[src/rtl/uart_pkg.sv]
package uart_pkg;

  localparam int clk_per_bit = 8;                     // Clock cycles per serial bit.
  localparam int gap_cycles  = 16;                    // Idle cycles between frames.
  localparam int frame_bits  = 11;                    // Start, 8 data, parity, stop.
  localparam int bit_cnt_w   = 4;

  localparam int div_w = $clog2(clk_per_bit);
  localparam int gap_w = $clog2(gap_cycles);

  localparam logic start_bit = 1'b0;
  localparam logic stop_bit  = 1'b1;

  // Command sequencer states.
  localparam int state_w = 3;
  localparam logic [state_w-1:0] st_idle     = 3'd0;
  localparam logic [state_w-1:0] st_send_hi  = 3'd1;
  localparam logic [state_w-1:0] st_gap      = 3'd2;
  localparam logic [state_w-1:0] st_send_lo  = 3'd3;
  localparam logic [state_w-1:0] st_wait_rsp = 3'd4;

  typedef struct packed {
    logic       wr;                                   // High for a write.
    logic [6:0] addr;
    logic [7:0] data;
  } uart_cmd_fields_t;

  typedef struct packed {
    logic [7:0] hi;
    logic [7:0] lo;
  } uart_cmd_bytes_t;

  // Same 16-bit command word, seen as fields or as the two bytes on the wire.
  typedef union packed {
    uart_cmd_fields_t f;
    uart_cmd_bytes_t  b;
  } uart_cmd_t;

endpackage
[src/rtl/uart_if.sv]
`timescale 1ns/10ps

interface uart_byte_if;
  logic       start;
  logic [7:0] data;
  logic       busy;
  logic       done;

  modport ctrl (output start, output data, input busy, input done);
  modport phy (input start, input data, output busy, output done);
endinterface

interface uart_rsp_if;
  logic       arm;
  logic       vld;
  logic [7:0] data;
  logic       err;

  modport ctrl (output arm, input vld, input data, input err);
  modport phy (input arm, output vld, output data, output err);
endinterface

[src/rtl/uart_cmd_top.sv]
`timescale 1ns/10ps

module uart_cmd_top (
  input  logic        clk,
  input  logic        rst_n,
  input  logic [15:0] cmd_in,
  input  logic        cmd_vld,
  output logic        cmd_rdy,
  input  logic        rx,
  output logic        tx,
  output logic        read_vld,
  output logic [7:0]  read_data,
  output logic        rsp_err
);

  uart_byte_if byte_if ();
  uart_rsp_if  rsp_if ();

  uart_cmd_ctrl i_ctrl (
    .clk       (clk),
    .rst_n     (rst_n),
    .cmd_in    (cmd_in),
    .cmd_vld   (cmd_vld),
    .cmd_rdy   (cmd_rdy),
    .byte_if   (byte_if.ctrl),
    .rsp_if    (rsp_if.ctrl),
    .read_vld  (read_vld),
    .read_data (read_data),
    .rsp_err   (rsp_err)
  );

  uart_tx_frame i_tx (
    .clk     (clk),
    .rst_n   (rst_n),
    .byte_if (byte_if.phy),
    .tx      (tx)
  );

  uart_rx_frame i_rx (
    .clk    (clk),
    .rst_n  (rst_n),
    .rx     (rx),
    .rsp_if (rsp_if.phy)
  );

endmodule

[src/rtl/uart_cmd_ctrl.sv]
`timescale 1ns/10ps

module uart_cmd_ctrl (
  input  logic               clk,
  input  logic               rst_n,
  input  uart_pkg::uart_cmd_t cmd_in,
  input  logic               cmd_vld,
  output logic               cmd_rdy,
  uart_byte_if.ctrl          byte_if,
  uart_rsp_if.ctrl           rsp_if,
  output logic               read_vld,
  output logic [7:0]         read_data,
  output logic               rsp_err
);
  import uart_pkg::*;

  logic [state_w-1:0] state;
  uart_cmd_t          cmd_q;
  logic [gap_w-1:0]   gap_cnt;
  logic               gap_end;

  assign cmd_rdy  = (state == st_idle);
  assign gap_end  = (gap_cnt == gap_w'(gap_cycles - 1));

  // Low byte only goes out in its own state.
  assign byte_if.data = (state == st_send_lo) ? cmd_q.b.lo : cmd_q.b.hi;

  // Response is passed straight through while a read is open.
  assign read_vld  = (state == st_wait_rsp) && rsp_if.vld;
  assign read_data = rsp_if.data;
  assign rsp_err   = read_vld && rsp_if.err;

  always_ff @(posedge clk or negedge rst_n)
  begin
    if (!rst_n)
    begin
      state         <= st_idle;
      gap_cnt       <= '0;
      byte_if.start <= 1'b0;
      rsp_if.arm    <= 1'b0;
    end
    else
    begin
      byte_if.start <= 1'b0;
      rsp_if.arm    <= 1'b0;
      case (state)
        st_idle:
        begin
          if (cmd_vld)
          begin
            byte_if.start <= 1'b1;                    // Hi byte goes out for both kinds.
            state         <= st_send_hi;
          end
        end
        st_send_hi:
        begin
          if (byte_if.done)
          begin
            gap_cnt <= '0;
            state   <= st_gap;
          end
        end
        st_gap:
        begin
          gap_cnt <= gap_cnt + 1'b1;
          if (gap_end)
          begin
            if (cmd_q.f.wr)
            begin
              byte_if.start <= 1'b1;
              state         <= st_send_lo;
            end
            else
            begin
              rsp_if.arm <= 1'b1;
              state      <= st_wait_rsp;
            end
          end
        end
        st_send_lo:
        begin
          if (byte_if.done)
            state <= st_idle;
        end
        st_wait_rsp:
        begin
          if (rsp_if.vld)
            state <= st_idle;
        end
        default:
          state <= st_idle;
      endcase
    end
  end

  always_ff @(posedge clk)
  begin
    if (cmd_vld && cmd_rdy)
      cmd_q <= cmd_in;
  end

  a_rdy_idle: assert property (@(posedge clk) disable iff (!rst_n)
    (byte_if.start || byte_if.busy || rsp_if.arm) |-> !cmd_rdy);

endmodule

[src/rtl/uart_rx_frame.sv]
`timescale 1ns/10ps

module uart_rx_frame (
  input logic      clk,
  input logic      rst_n,
  input logic      rx,
  uart_rsp_if.phy  rsp_if
);
  import uart_pkg::*;

  logic                 rx_s1;
  logic                 rx_s2;
  logic                 rx_q;                         // Previous synced value, for edges.
  logic                 fall;
  logic                 hunting;
  logic                 receiving;
  logic                 sample;
  logic [div_w-1:0]     div_cnt;
  logic [bit_cnt_w-1:0] bit_cnt;
  logic [7:0]           shreg;
  logic                 par_ok;

  assign fall        = rx_q & ~rx_s2;
  assign sample      = receiving && (div_cnt == '0);
  assign rsp_if.data = shreg;

  always_ff @(posedge clk or negedge rst_n)
  begin
    if (!rst_n)
    begin
      rx_s1 <= 1'b1;
      rx_s2 <= 1'b1;
      rx_q  <= 1'b1;
    end
    else
    begin
      rx_s1 <= rx;
      rx_s2 <= rx_s1;
      rx_q  <= rx_s2;
    end
  end

  always_ff @(posedge clk or negedge rst_n)
  begin
    if (!rst_n)
    begin
      hunting    <= 1'b0;
      receiving  <= 1'b0;
      div_cnt    <= '0;
      bit_cnt    <= '0;
      rsp_if.vld <= 1'b0;
      rsp_if.err <= 1'b0;
    end
    else
    begin
      rsp_if.vld <= 1'b0;
      if (rsp_if.arm)
        hunting <= 1'b1;
      else if (hunting && fall)
      begin
        hunting   <= 1'b0;
        receiving <= 1'b1;
        div_cnt   <= div_w'(clk_per_bit / 2 - 1);     // First sample lands mid start bit.
        bit_cnt   <= '0;
      end
      else if (receiving)
      begin
        if (div_cnt != '0)
          div_cnt <= div_cnt - 1'b1;
        else
        begin
          div_cnt <= div_w'(clk_per_bit - 1);
          bit_cnt <= bit_cnt + 1'b1;
          if (bit_cnt == '0 && rx_s2 != start_bit)
          begin
            receiving <= 1'b0;                        // Glitch, back to hunting.
            hunting   <= 1'b1;
          end
          if (bit_cnt == bit_cnt_w'(frame_bits - 1))
          begin
            receiving  <= 1'b0;
            rsp_if.vld <= 1'b1;
            rsp_if.err <= !par_ok || (rx_s2 != stop_bit);
          end
        end
      end
    end
  end

  // LSB arrives first, so shift in from the top.
  always_ff @(posedge clk)
  begin
    if (sample)
    begin
      if (bit_cnt >= bit_cnt_w'(1) && bit_cnt <= bit_cnt_w'(8))
        shreg <= {rx_s2, shreg[7:1]};
      if (bit_cnt == bit_cnt_w'(frame_bits - 2))
        par_ok <= ^{shreg, rx_s2};
    end
  end

  a_vld_single: assert property (@(posedge clk) disable iff (!rst_n)
    rsp_if.vld |=> !rsp_if.vld);

endmodule

[src/rtl/uart_tx_frame.sv]
`timescale 1ns/10ps

module uart_tx_frame (
  input logic      clk,
  input logic      rst_n,
  uart_byte_if.phy byte_if,
  output logic     tx
);
  import uart_pkg::*;

  logic [div_w-1:0]     div_cnt;
  logic [bit_cnt_w-1:0] bit_cnt;
  logic [9:0]           shreg;                        // Data, parity and stop still to go.
  logic                 bit_end;
  logic                 last_bit;

  assign bit_end  = byte_if.busy && (div_cnt == div_w'(clk_per_bit - 1));
  assign last_bit = (bit_cnt == bit_cnt_w'(frame_bits - 1));

  assign byte_if.done = bit_end && last_bit;          // Last cycle of the stop bit.

  always_ff @(posedge clk or negedge rst_n)
  begin
    if (!rst_n)
    begin
      byte_if.busy <= 1'b0;
      tx           <= stop_bit;
      div_cnt      <= '0;
      bit_cnt      <= '0;
    end
    else if (byte_if.start)
    begin
      byte_if.busy <= 1'b1;
      tx           <= start_bit;
      div_cnt      <= '0;
      bit_cnt      <= '0;
    end
    else if (byte_if.busy)
    begin
      div_cnt <= div_cnt + 1'b1;
      if (bit_end)
      begin
        div_cnt <= '0;
        if (last_bit)
        begin
          byte_if.busy <= 1'b0;
          tx           <= stop_bit;
        end
        else
        begin
          bit_cnt <= bit_cnt + 1'b1;
          tx      <= shreg[0];
        end
      end
    end
  end

  // Odd parity: ones over data and parity bit come out odd.
  always_ff @(posedge clk)
  begin
    if (byte_if.start)
      shreg <= {stop_bit, ~^byte_if.data, byte_if.data};
    else if (bit_end && !last_bit)
      shreg <= {1'b1, shreg[9:1]};
  end

  a_no_start_busy: assert property (@(posedge clk) disable iff (!rst_n)
    byte_if.start |-> !byte_if.busy);

endmodule

[config.mk]
export PLATFORM = sky130hd
export DESIGN_NAME = uart_cmd_top
export DESIGN_NICKNAME = d
export VERILOG_FILES = /design/src/rtl/uart_pkg.sv /design/src/rtl/uart_if.sv /design/src/rtl/uart_cmd_top.sv /design/src/rtl/uart_cmd_ctrl.sv /design/src/rtl/uart_rx_frame.sv /design/src/rtl/uart_tx_frame.sv
export SDC_FILE = /design/constraint.sdc
export NUM_CORES = 1
export LEC_CHECK = 0
export BUFFER_PORTS_ARGS = -buffer_cell sky130_fd_sc_hd__buf_4
export CAP_MARGIN = 25
export CORE_MARGIN = 2
export CORE_UTILIZATION = 53
export DETAILED_ROUTE_END_ITERATION = 10
export PLACE_DENSITY = 0.73
export SYNTH_ARGS = -nofsm -noshare
export SYNTH_HDL_FRONTEND = slang
export SYNTH_HIERARCHICAL = 1
export SYNTH_SLANG_ARGS = --single-unit
[constraint.sdc]
create_clock -name clk -period 2.7 [get_ports clk]
set_input_delay 0.54 -clock clk [delete_from_list [all_inputs] [get_ports clk]]
set_output_delay 0.54 -clock clk [all_outputs]
set_load 0.1 [all_outputs]
# After elaboration in Yosys (flattened, before gate mapping)
# Cells that the tools add are included.
[totals]
reg_bits = 66
latchBits = 0
mem_bits_rw = 0
mem_bits_ro = 0
output_inout_bits = 12
memories = 0
[classes]
n_addsub = 5
multipliers = 0
n_div = 0
order_cmp = 2
eq_ne = 17
shift = 0
n_mux = 55
n_bitwise = 5
reduce_logical = 36
[ops]
columns = ["op", "count"]
rows = [
  ["$mux 3", 12],
  ["$mux 4", 8],
  ["$mux 1", 29],
  ["$mux 9", 2],
  ["$eq 4x4->1 const B", 4],
  ["$pmux 3 s5", 1],
  ["$add 4x1->4 const B", 3],
  ["$logic_and 1x1->1", 10],
  ["$reduce_and 2->1", 5],
  ["$reduce_and 5->1", 2],
  ["$reduce_bool 2->1", 5],
  ["$reduce_and 3->1", 3],
  ["$reduce_bool 3->1", 3],
  ["$reduce_xor 9->1", 1],
  ["$mux 8", 1],
  ["$ne 2x2->1 const B", 4],
  ["$pmux 4 s2", 1],
  ["$reduce_xnor 8->1", 1],
  ["$eq 3x2->1 const B", 2],
  ["$eq 3x3->1 const B", 2],
  ["$logic_not 3->1", 2],
  ["$ne 2x1->1 const B", 3],
  ["$ge 4x1->1 const B", 1],
  ["$le 4x4->1 const B", 1],
  ["10 further kinds", 14],
]

# Logic depth before layout (Yosys ltp)
# Gate-level depths: netlist of the first run.
[depth]
depth_word = 7
mapped_depth = 7
mapped_depth_nobuf = 7

# Modules after synthesis
# The synthesis of the first run kept the hierarchy.
[by_module_without_submodules]
columns = ["module", "n_inst", "cells_each", "area_each_um2", "seq_area_each_um2"]
rows = [
  ["uart_cmd_ctrl", 1, 82, 1154.9, 705.7],
  ["uart_rx_frame", 1, 89, 1126.1, 624.3],
  ["uart_tx_frame", 1, 73, 908.4, 496.7],
]

# Least setup slack after synthesis of the first run
# Ideal clock, no wire load.
[synth_timing]
path_type = "register to register"
startpoint = "reg i_ctrl.state[1]"
endpoint = "reg i_ctrl/cmd_q[0] in the netlist's numbering, enable pin"
arrival_ns = 3.414
t_required_ns = 2.334
path_slack_ns = -1.080
stages_incl_launch_ff = 5
path_buffers = 1
period_less_slack_ns = 3.780
path_cell_list = "dfrtp_1 > buf_6 > nor3_1 > nand2_1 > inv_1"
[synth_via]
elab_chain_len = 2
[synth_rtl]
columns = ["item", "line_no", "text"]
rows = [
  ["start, declared", "uart_cmd_ctrl.sv:17", "logic [state_w-1:0] state;"],
  ["start signal, assigned", "uart_cmd_ctrl.sv:37", "state <= st_idle;"],
  ["start signal, assigned", "uart_cmd_ctrl.sv:52", "state <= st_send_hi;"],
  ["start signal, assigned", "uart_cmd_ctrl.sv:60", "state <= st_gap;"],
  ["$logic_not 3->1", "uart_cmd_ctrl.sv:22", "assign cmd_rdy = (state == st_idle);"],
  ["named net cmd_rdy", "uart_cmd_top.sv:8", "output logic cmd_rdy,"],
  ["$logic_and 1x1->1", "uart_cmd_ctrl.sv:98", "if (cmd_vld && cmd_rdy)"],
  ["end signal, assigned", "uart_cmd_ctrl.sv:99", "cmd_q <= cmd_in;"],
  ["end, declared", "uart_cmd_ctrl.sv:18", "uart_cmd_t cmd_q;"],
]
# The timed path passes the listed nets, and every way through them passes these cells.
# A chain may end at the register's enable or synchronous reset.

# Final worst setup path of the first run
[layout_timing]
startpoint = "reg i_ctrl.state[1]"
endpoint = "out rsp_err"
[layout_via]
elab_chain_len = 3
[layout_rtl]
columns = ["item", "line_no", "text"]
rows = [
  ["$eq 3x3->1", "uart_cmd_ctrl.sv:29", "assign read_vld = (state == st_wait_rsp) && rsp_if.vld;"],
  ["$logic_and 1x1->1", "uart_cmd_ctrl.sv:29", ""],
  ["$logic_and 1x1->1", "uart_cmd_ctrl.sv:31", "assign rsp_err = read_vld && rsp_if.err;"],
  ["end, declared", "uart_cmd_top.sv:13", "output logic rsp_err"],
]
# No other way between the ends.

==> results of run 1 <==
cell type report:
cell class | instances | area share, %
well taps | 75 | 2.584
clock buffers | 11 | 3.617
inverters | 10 | 1.033
clock inverters | 5 | 2.170
multi-input cells | 153 | 33.69
repair buffers | 32 | 6.614
flip-flops and latches | 66 | 50.29
cells in the mapped netlist (3+ instances only):
library cell	instances
and3_1	3
nor2_1	19
xor2_1	3
a21oi_1	15
xnor2_1	12
nor2b_1	3
dfrtp_1	28
mux2_2	18
buf_6	3
nand2b_1	4
nand2_1	8
nand3b_1	7
nor3_1	5
edfxtp_1	34
nand3_1	3
dfstp_2	4
inv_1	10
buf_4	9
ha_1	11
o21ai_0	4
or3_1	3
power by group:
part / internal [mW] / leakage [nW] / switching (mW)
logic: 0.0198 / 0.632 / 0.0138
registers: 1.06 / 0.698 / 0.00251
clock network: 0.519 / 0.107 / 0.356
metal layers:
metal  up-vias  track usage (%)  wire [um]
met1       876            25.83       2562
met5         -                0          0
met4         0            9.333        100
li1        920                -          -
met3        10            4.725        169
met2        35            23.77       2177
state kept, by name, summed over array words and instances, names as in the netlist, 3 cells and up:
name,count
i_ctrl/cmd_q,16
i_ctrl/gap_cnt,4
i_ctrl/state,3
i_rx/bit_cnt,4
i_rx/div_cnt,3
i_rx/rsp_if.data,8
i_tx/bit_cnt,4
i_tx/div_cnt,3
i_tx/shreg,9
final timing paths:
kind                       depth (start not counted)                           to                        start
max in group asynchronous                          1          i_rx/rx_q$_DFF_PN1_                        rst_n
min in group clk                                   1         i_rx/rx_s1$_DFF_PN1_                           rx
max                                                4                      rsp_err  i_ctrl/state[1]$_DFFE_PN0P_
min                                                1  i_rx/bit_cnt[2]$_DFFE_PN0P_                        rst_n
min reg2reg                                        0         i_rx/rx_s2$_DFF_PN1_         i_rx/rx_s1$_DFF_PN1_
max reg2reg                                        6  i_tx/shreg[8]$_SDFFCE_PN1P_  i_ctrl/state[2]$_DFFE_PN0P_
cell families (layout without fill, tap and decap cells):
kind of cell	after synthesis	in the layout
DFF	66	66
xor gates and xnor gates	16	16
AOI/OAI and AO/OA	35	35
muxes	20	20
buffers and inverters	25	58
and+or+nand+nor	71	71
adders and majority gates	11	11
per-stage QoR:
step	instance area (sq um)	hold slack, ns	setup WS [ns]	utilization (%)
3_3_place_gp	3422	0.3473	0.7177	58.49
3_5_place_dp	3422	0.3490	0.6677	58.49
6_report	3632	0.1390	0.5044	62.08
2_1_floorplan	3202	0.2444	0.1252	-
4_1_cts	3632	0.1455	0.4847	62.08
5_1_grt	3632	0.1564	0.4081	62.08
==> impl_metrics.toml, run 1 <==
[cts]
numClockSinks = 66
postCtsSetupBuffers = 0
cts_buffers = 9
cts-root-buf = "clkbuf_8"
hold_buffers = 0
post_cts.resized_instances = 0
path_clk_slew_ns = 0.07
cts_tree = "done"
clock_latency_ns = 0.33
cts-htree-levels = 3
cts_buffer_depth = 2

[route]
routed_wl_mm = 5.009
drtIter0Drc = 89
wl_per_cell_um = 14.23
firstDrtPassIters = 4
drc = 0
via_per_inst = 5.230
num_vias = 1841
drtAntennaViolNets = 0

[worst_hold_path]
hold_path_class = "in2async"

[power]
power_mw = 1.971
p_leak_nw = 1.437
ir_worst_vdd_uv = 496.7
power_density_nw_per_um2 = 542.5

[worst_setup_path]
cp_top_family = "simple AND/OR/NAND/NOR gates"
cp-start-kind = "register"
crit_type = "reg2out"
arrival_ns = 1.66
r2r_slack_ns = 0.66
path_cells = "nor2_1 -> and3_1 -> and2_2 -> buf_4"
cp_data_required_time_ns = 2.16
crit_path_max_incr_delay_ns = 0.51
crit_buf_inv = 1
crit_slowest_cell = "dfrtp_1"
end_kind = "output port"
cp_max_fo = 10

[synth]
synth_top_area_share_pct = 32.01
synth_area_leader_cell = "edfxtp_1"
ys_top_cells_by_area = "edfxtp_1, dfrtp_1, mux2_2"
syn_area_sq_um = 3189
synth_nets = 275
ys_ff_latch = 66
synth_xor_area_share_pct = 4.825
synth_flop_cell = "edfxtp_1"
yosys-mux-area-fraction_pct = 6.983
syn_avg_cell_area_sq_um = 13.07
synth_compound_area_share_pct = 7.062
synth-edff-count = 34
yosysSeqAreaShare_pct = 57.28
yosys_warnings = 6
synth_top_family_by_area = "simple AND/OR/NAND/NOR gates"
yosys.area_share.simple_pct = 14.79
synthAdderAreaFrac_pct = 4.315
synthArstFlopShare_pct = 48.48
synth.distinct_cells = 53
syn_inst = 244

[final_layout]
final_common_cell = "edfxtp_1"
diodes = 0
regArea_sq_um = 1827
drive_above_1_share_pct = 28.88
syn_to_final_growth_pct = 13.89
fillers = 445
multi_input_area_sq_um = 1224
nNetsFinal = 303
final_cell_mix = "edfxtp_1, buf_4, dfrtp_1"
fin_cells = 352

[floorplanning]
core_sq_um = 5851
die_y_um = 81.57
die_x_um = 81.57
ios = 32
start_util_pct = 54.51
num_rows = 28
die-area_sq_um = 6654

[placed_design]
gp_congestion = 0.7867
dp_hpwl_mm = 3.486
place_inst = 336
portBuffers = 31

[sta]
fin_crit_ns = 2.196
setup_tns_ns = 0
slew_headroom_pct = 55.61
report.final.slew_viol_count = 0
hold_viol = 0
rsz0062_at_grt = "no"
setup_viol_count_final = 0
worstMarginPinSlew_ns = 0.6658
fin_skew_ns = 0.007644
finalCritPeriodShare_pct = 81.32
fmax_mhz = 455.5

[grt]
grt_usage_pct = 17.58
grt_pass1_wl_mm = 8.597
grt_start_max_net_pins = 33
grt_pass1_vias = 1820
grt_overflow_total = 0
grt_antenna_before_repair = 0

[run_status]
status = "completed"

[flow_run]
cap_violations = 0
Power figures use the tool's default switching activity.
==> run 2: changes to the inputs <==
--- a/config.mk
+++ b/config.mk
@@ -5,12 +5,13 @@
 export SDC_FILE = /design/constraint.sdc
 export NUM_CORES = 1
 export LEC_CHECK = 0
+export ABC_AREA = 1
 export BUFFER_PORTS_ARGS = -buffer_cell sky130_fd_sc_hd__buf_4
 export CAP_MARGIN = 25
 export CORE_MARGIN = 2
 export CORE_UTILIZATION = 53
 export DETAILED_ROUTE_END_ITERATION = 10
-export PLACE_DENSITY = 0.73
+export PLACE_DENSITY = 0.75
 export SYNTH_ARGS = -nofsm -noshare
 export SYNTH_HDL_FRONTEND = slang
 export SYNTH_HIERARCHICAL = 1
==> constraint.sdc (replaced) <==
create_clock -name clk -period 2 [get_ports clk]
set_input_delay 0.4 -clock clk [delete_from_list [all_inputs] [get_ports clk]]
set_output_delay 0.4 -clock clk [all_outputs]
set_load 0.1 [all_outputs]
==> run 2 against run 1 <==
Effect of this change:
- critical endpoint unchanged
- highest routed layer unchanged
- non-clock buffer count is 2 higher
- clock power is 2.6% higher
- register-to-register slack worse by 0.53 ns
- clock skew is 0.0029 ns higher
- first-iteration DRC count is 64% higher
==> impl_metrics.toml, run 2 <==
[grt]
grt_usage_pct = 17.37
grt_pass1_wl_mm = 9.680
grt_antenna_before_repair = 0
grt_pass1_vias = 2196
grt_start_max_net_pins = 33
grt_overflow_total = 0

[final_layout]
diodes = 0
regMostFlops = "i_ctrl/cmd_q"
nNetsFinal = 421
largest_reg_flops = 16
final_common_cell = "nand2_1"
utilization_pct = 63.07
fillers = 487
fin_cells = 470
final_cell_mix = "nand2_1, inv_1, edfxtp_1"
syn_to_final_growth_pct = 13.45
drive_above_1_share_pct = 20.51

[synth]
synth_nets = 386
synth_most_common_cell = "nand2_1"
synthArstFlopShare_pct = 48.48
ys_ff_latch = 66
yosys_warnings = 6
ys_top_cells_by_area = "edfxtp_1, dfrtp_1, nand2_1"
synth_area_leader_cell = "edfxtp_1"
synthTopCellsByCount = "nand2_1, inv_1, edfxtp_1"
yosysSeqAreaShare_pct = 54.85
syn_avg_cell_area_sq_um = 9.382
synth.distinct_cells = 33
syn_area_sq_um = 3331
syn_inst = 355
synth_top_area_share_pct = 30.65
synth-edff-count = 34
synth_flop_cell = "edfxtp_1"

[placed_design]
pre_cts_slack_ns = 0.1642
portBuffers = 31
gp_congestion = 0.8572
place_inst = 453
dp_hpwl_mm = 4.012

[route]
firstDrtPassIters = 4
via_per_inst = 5.081
routed_wl_mm = 5.563
drc = 0
wl_per_cell_um = 11.84
drtIter0Drc = 146
drtAntennaViolNets = 0
num_vias = 2388

[sta]
report.final.slew_viol_count = 0
rsz0062_at_grt = "yes"
hold_viol = 0
setup_slack_ns = 0.07315
fin_crit_ns = 1.927
setup_viol_count_final = 0
finalCritPeriodShare_pct = 96.34
slew_headroom_pct = 73.01
worstMarginPinSlew_ns = 0.4048
fin_skew_ns = 0.01050
fmax_mhz = 519.0

[floorplanning]
core_sq_um = 5991
num_rows = 28
die_y_um = 83.28
ios = 32
die-area_sq_um = 6935
start_util_pct = 55.60
die_x_um = 83.28

[cts]
numClockSinks = 66
path_clk_slew_ns = 0.06
cts-htree-levels = 3
cts-root-buf = "clkbuf_8"
postCtsSetupBuffers = 0
clock_latency_ns = 0.34
cts_tree = "done"
cts_buffers = 9
cts_buffer_depth = 2

[power]
ir_worst_vdd_uv = 513.8
power_mw = 2.380
p_leak_nw = 1.767
power_density_nw_per_um2 = 629.9

[worst_setup_path]
cp_max_fo = 6
arrival_ns = 1.53
crit_type = "reg2out"
cp_data_required_time_ns = 1.60
cp-start-kind = "register"
end_kind = "output port"

[worst_hold_path]
hold_path_class = "in2reg"

[run_status]
status = "completed"

[flow_run]
cap_violations = 0
## run 2: cell count changes in the layout (fill, tap and decap cells not counted), sizes merged, moves of 4 or more
cell    delta
a21oi      -6
xnor2      -8
nor2      +16
nand2     +83
nand2b     -4
o21ai     +19
mux2      -11
inv       +42
nand3b     -9
nand3     +26
## run 2: where the power goes
part	switching (mW)	internal (mW)	total, mW
registers	0.00331	1.43	1.43
logic	0.0214	0.0267	0.0481
clock network	0.465	0.433	0.898
total	0.490	1.89	2.38
## run 2: path summary, 6_finish.rpt
| path | to | cells past startpoint | start | slack [ns] |
|---|---|---|---|---|
| setup reg to reg | i_tx/shreg[8]$_SDFFCE_PN1P_ | 11 | i_ctrl/state[2]$_DFFE_PN0P_ | 0.13 |
| max in group asynchronous | i_tx/tx$_DFFE_PN1P_ | 2 | rst_n | 1.14 |
| hold reg to reg | i_rx/rx_s2$_DFF_PN1_ | 0 | i_rx/rx_s1$_DFF_PN1_ | 0.35 |
| setup / recovery | rsp_err | 4 | i_ctrl/state[1]$_DFFE_PN0P_ | 0.07 |
| hold / removal | i_rx/rx_s1$_DFF_PN1_ | 1 | rx | 0.17 |
| min in group asynchronous | i_rx/div_cnt[2]$_DFFE_PN0P_ | 2 | rst_n | 0.53 |
## run 2: kinds of logic after synthesis
kind of cell,synth area share [%]
AND/OR/NAND/NOR,21.75
flip-flops,54.85
buffers and inverters,8.114
AO/OA/AOI/OAI,6.950
adder cells (fa/ha/maj),4.132
XOR/XNOR,1.841
multiplexers,2.367
## run 2: repair_timing
item,CTS,global route
endpoints found under the setup margin,0,2
endpoints found under the hold margin,7,0
resized for setup,0,3
hold buffers,1,0
## run 2: through the flow
step	hold WS (ns)	TNS (ns)	area, sq um
finish	0.1699	0	3779
global route	0.1475	-0.07252	3779
CTS	0.1576	0	3772
detailed placement	0.3503	0	3610
global placement	0.3470	0	3610
floorplan	0.1044	-0.2844	3338
## run 2: cell type report
cell class,count,area (sq um),area share (%)
multi-input cells,226,1241,32.85
clock buffers,11,131.4,3.477
flip-flops and latches,66,1829,48.41
inverters,53,200.2,5.298
repair buffers,34,261.5,6.921
well taps,75,93.84,2.483
clock inverters,5,21.27,0.5629
## run 2: worst max-delay path, stage by stage, from the launching register on
cell     delay [ns]
dfrtp_2        0.45
nor2_1         0.15
nand2_1        0.13
nor3b_2        0.20
buf_6          0.25
## run 2: routing by layer
layer  part of all wire (%)  wire length, um  track usage, %
met1                     49             2701           23.67
met4                    1.6               90           7.601
met3                    5.0              276           5.765
met5                      0                0               0
met2                     45             2494           25.37
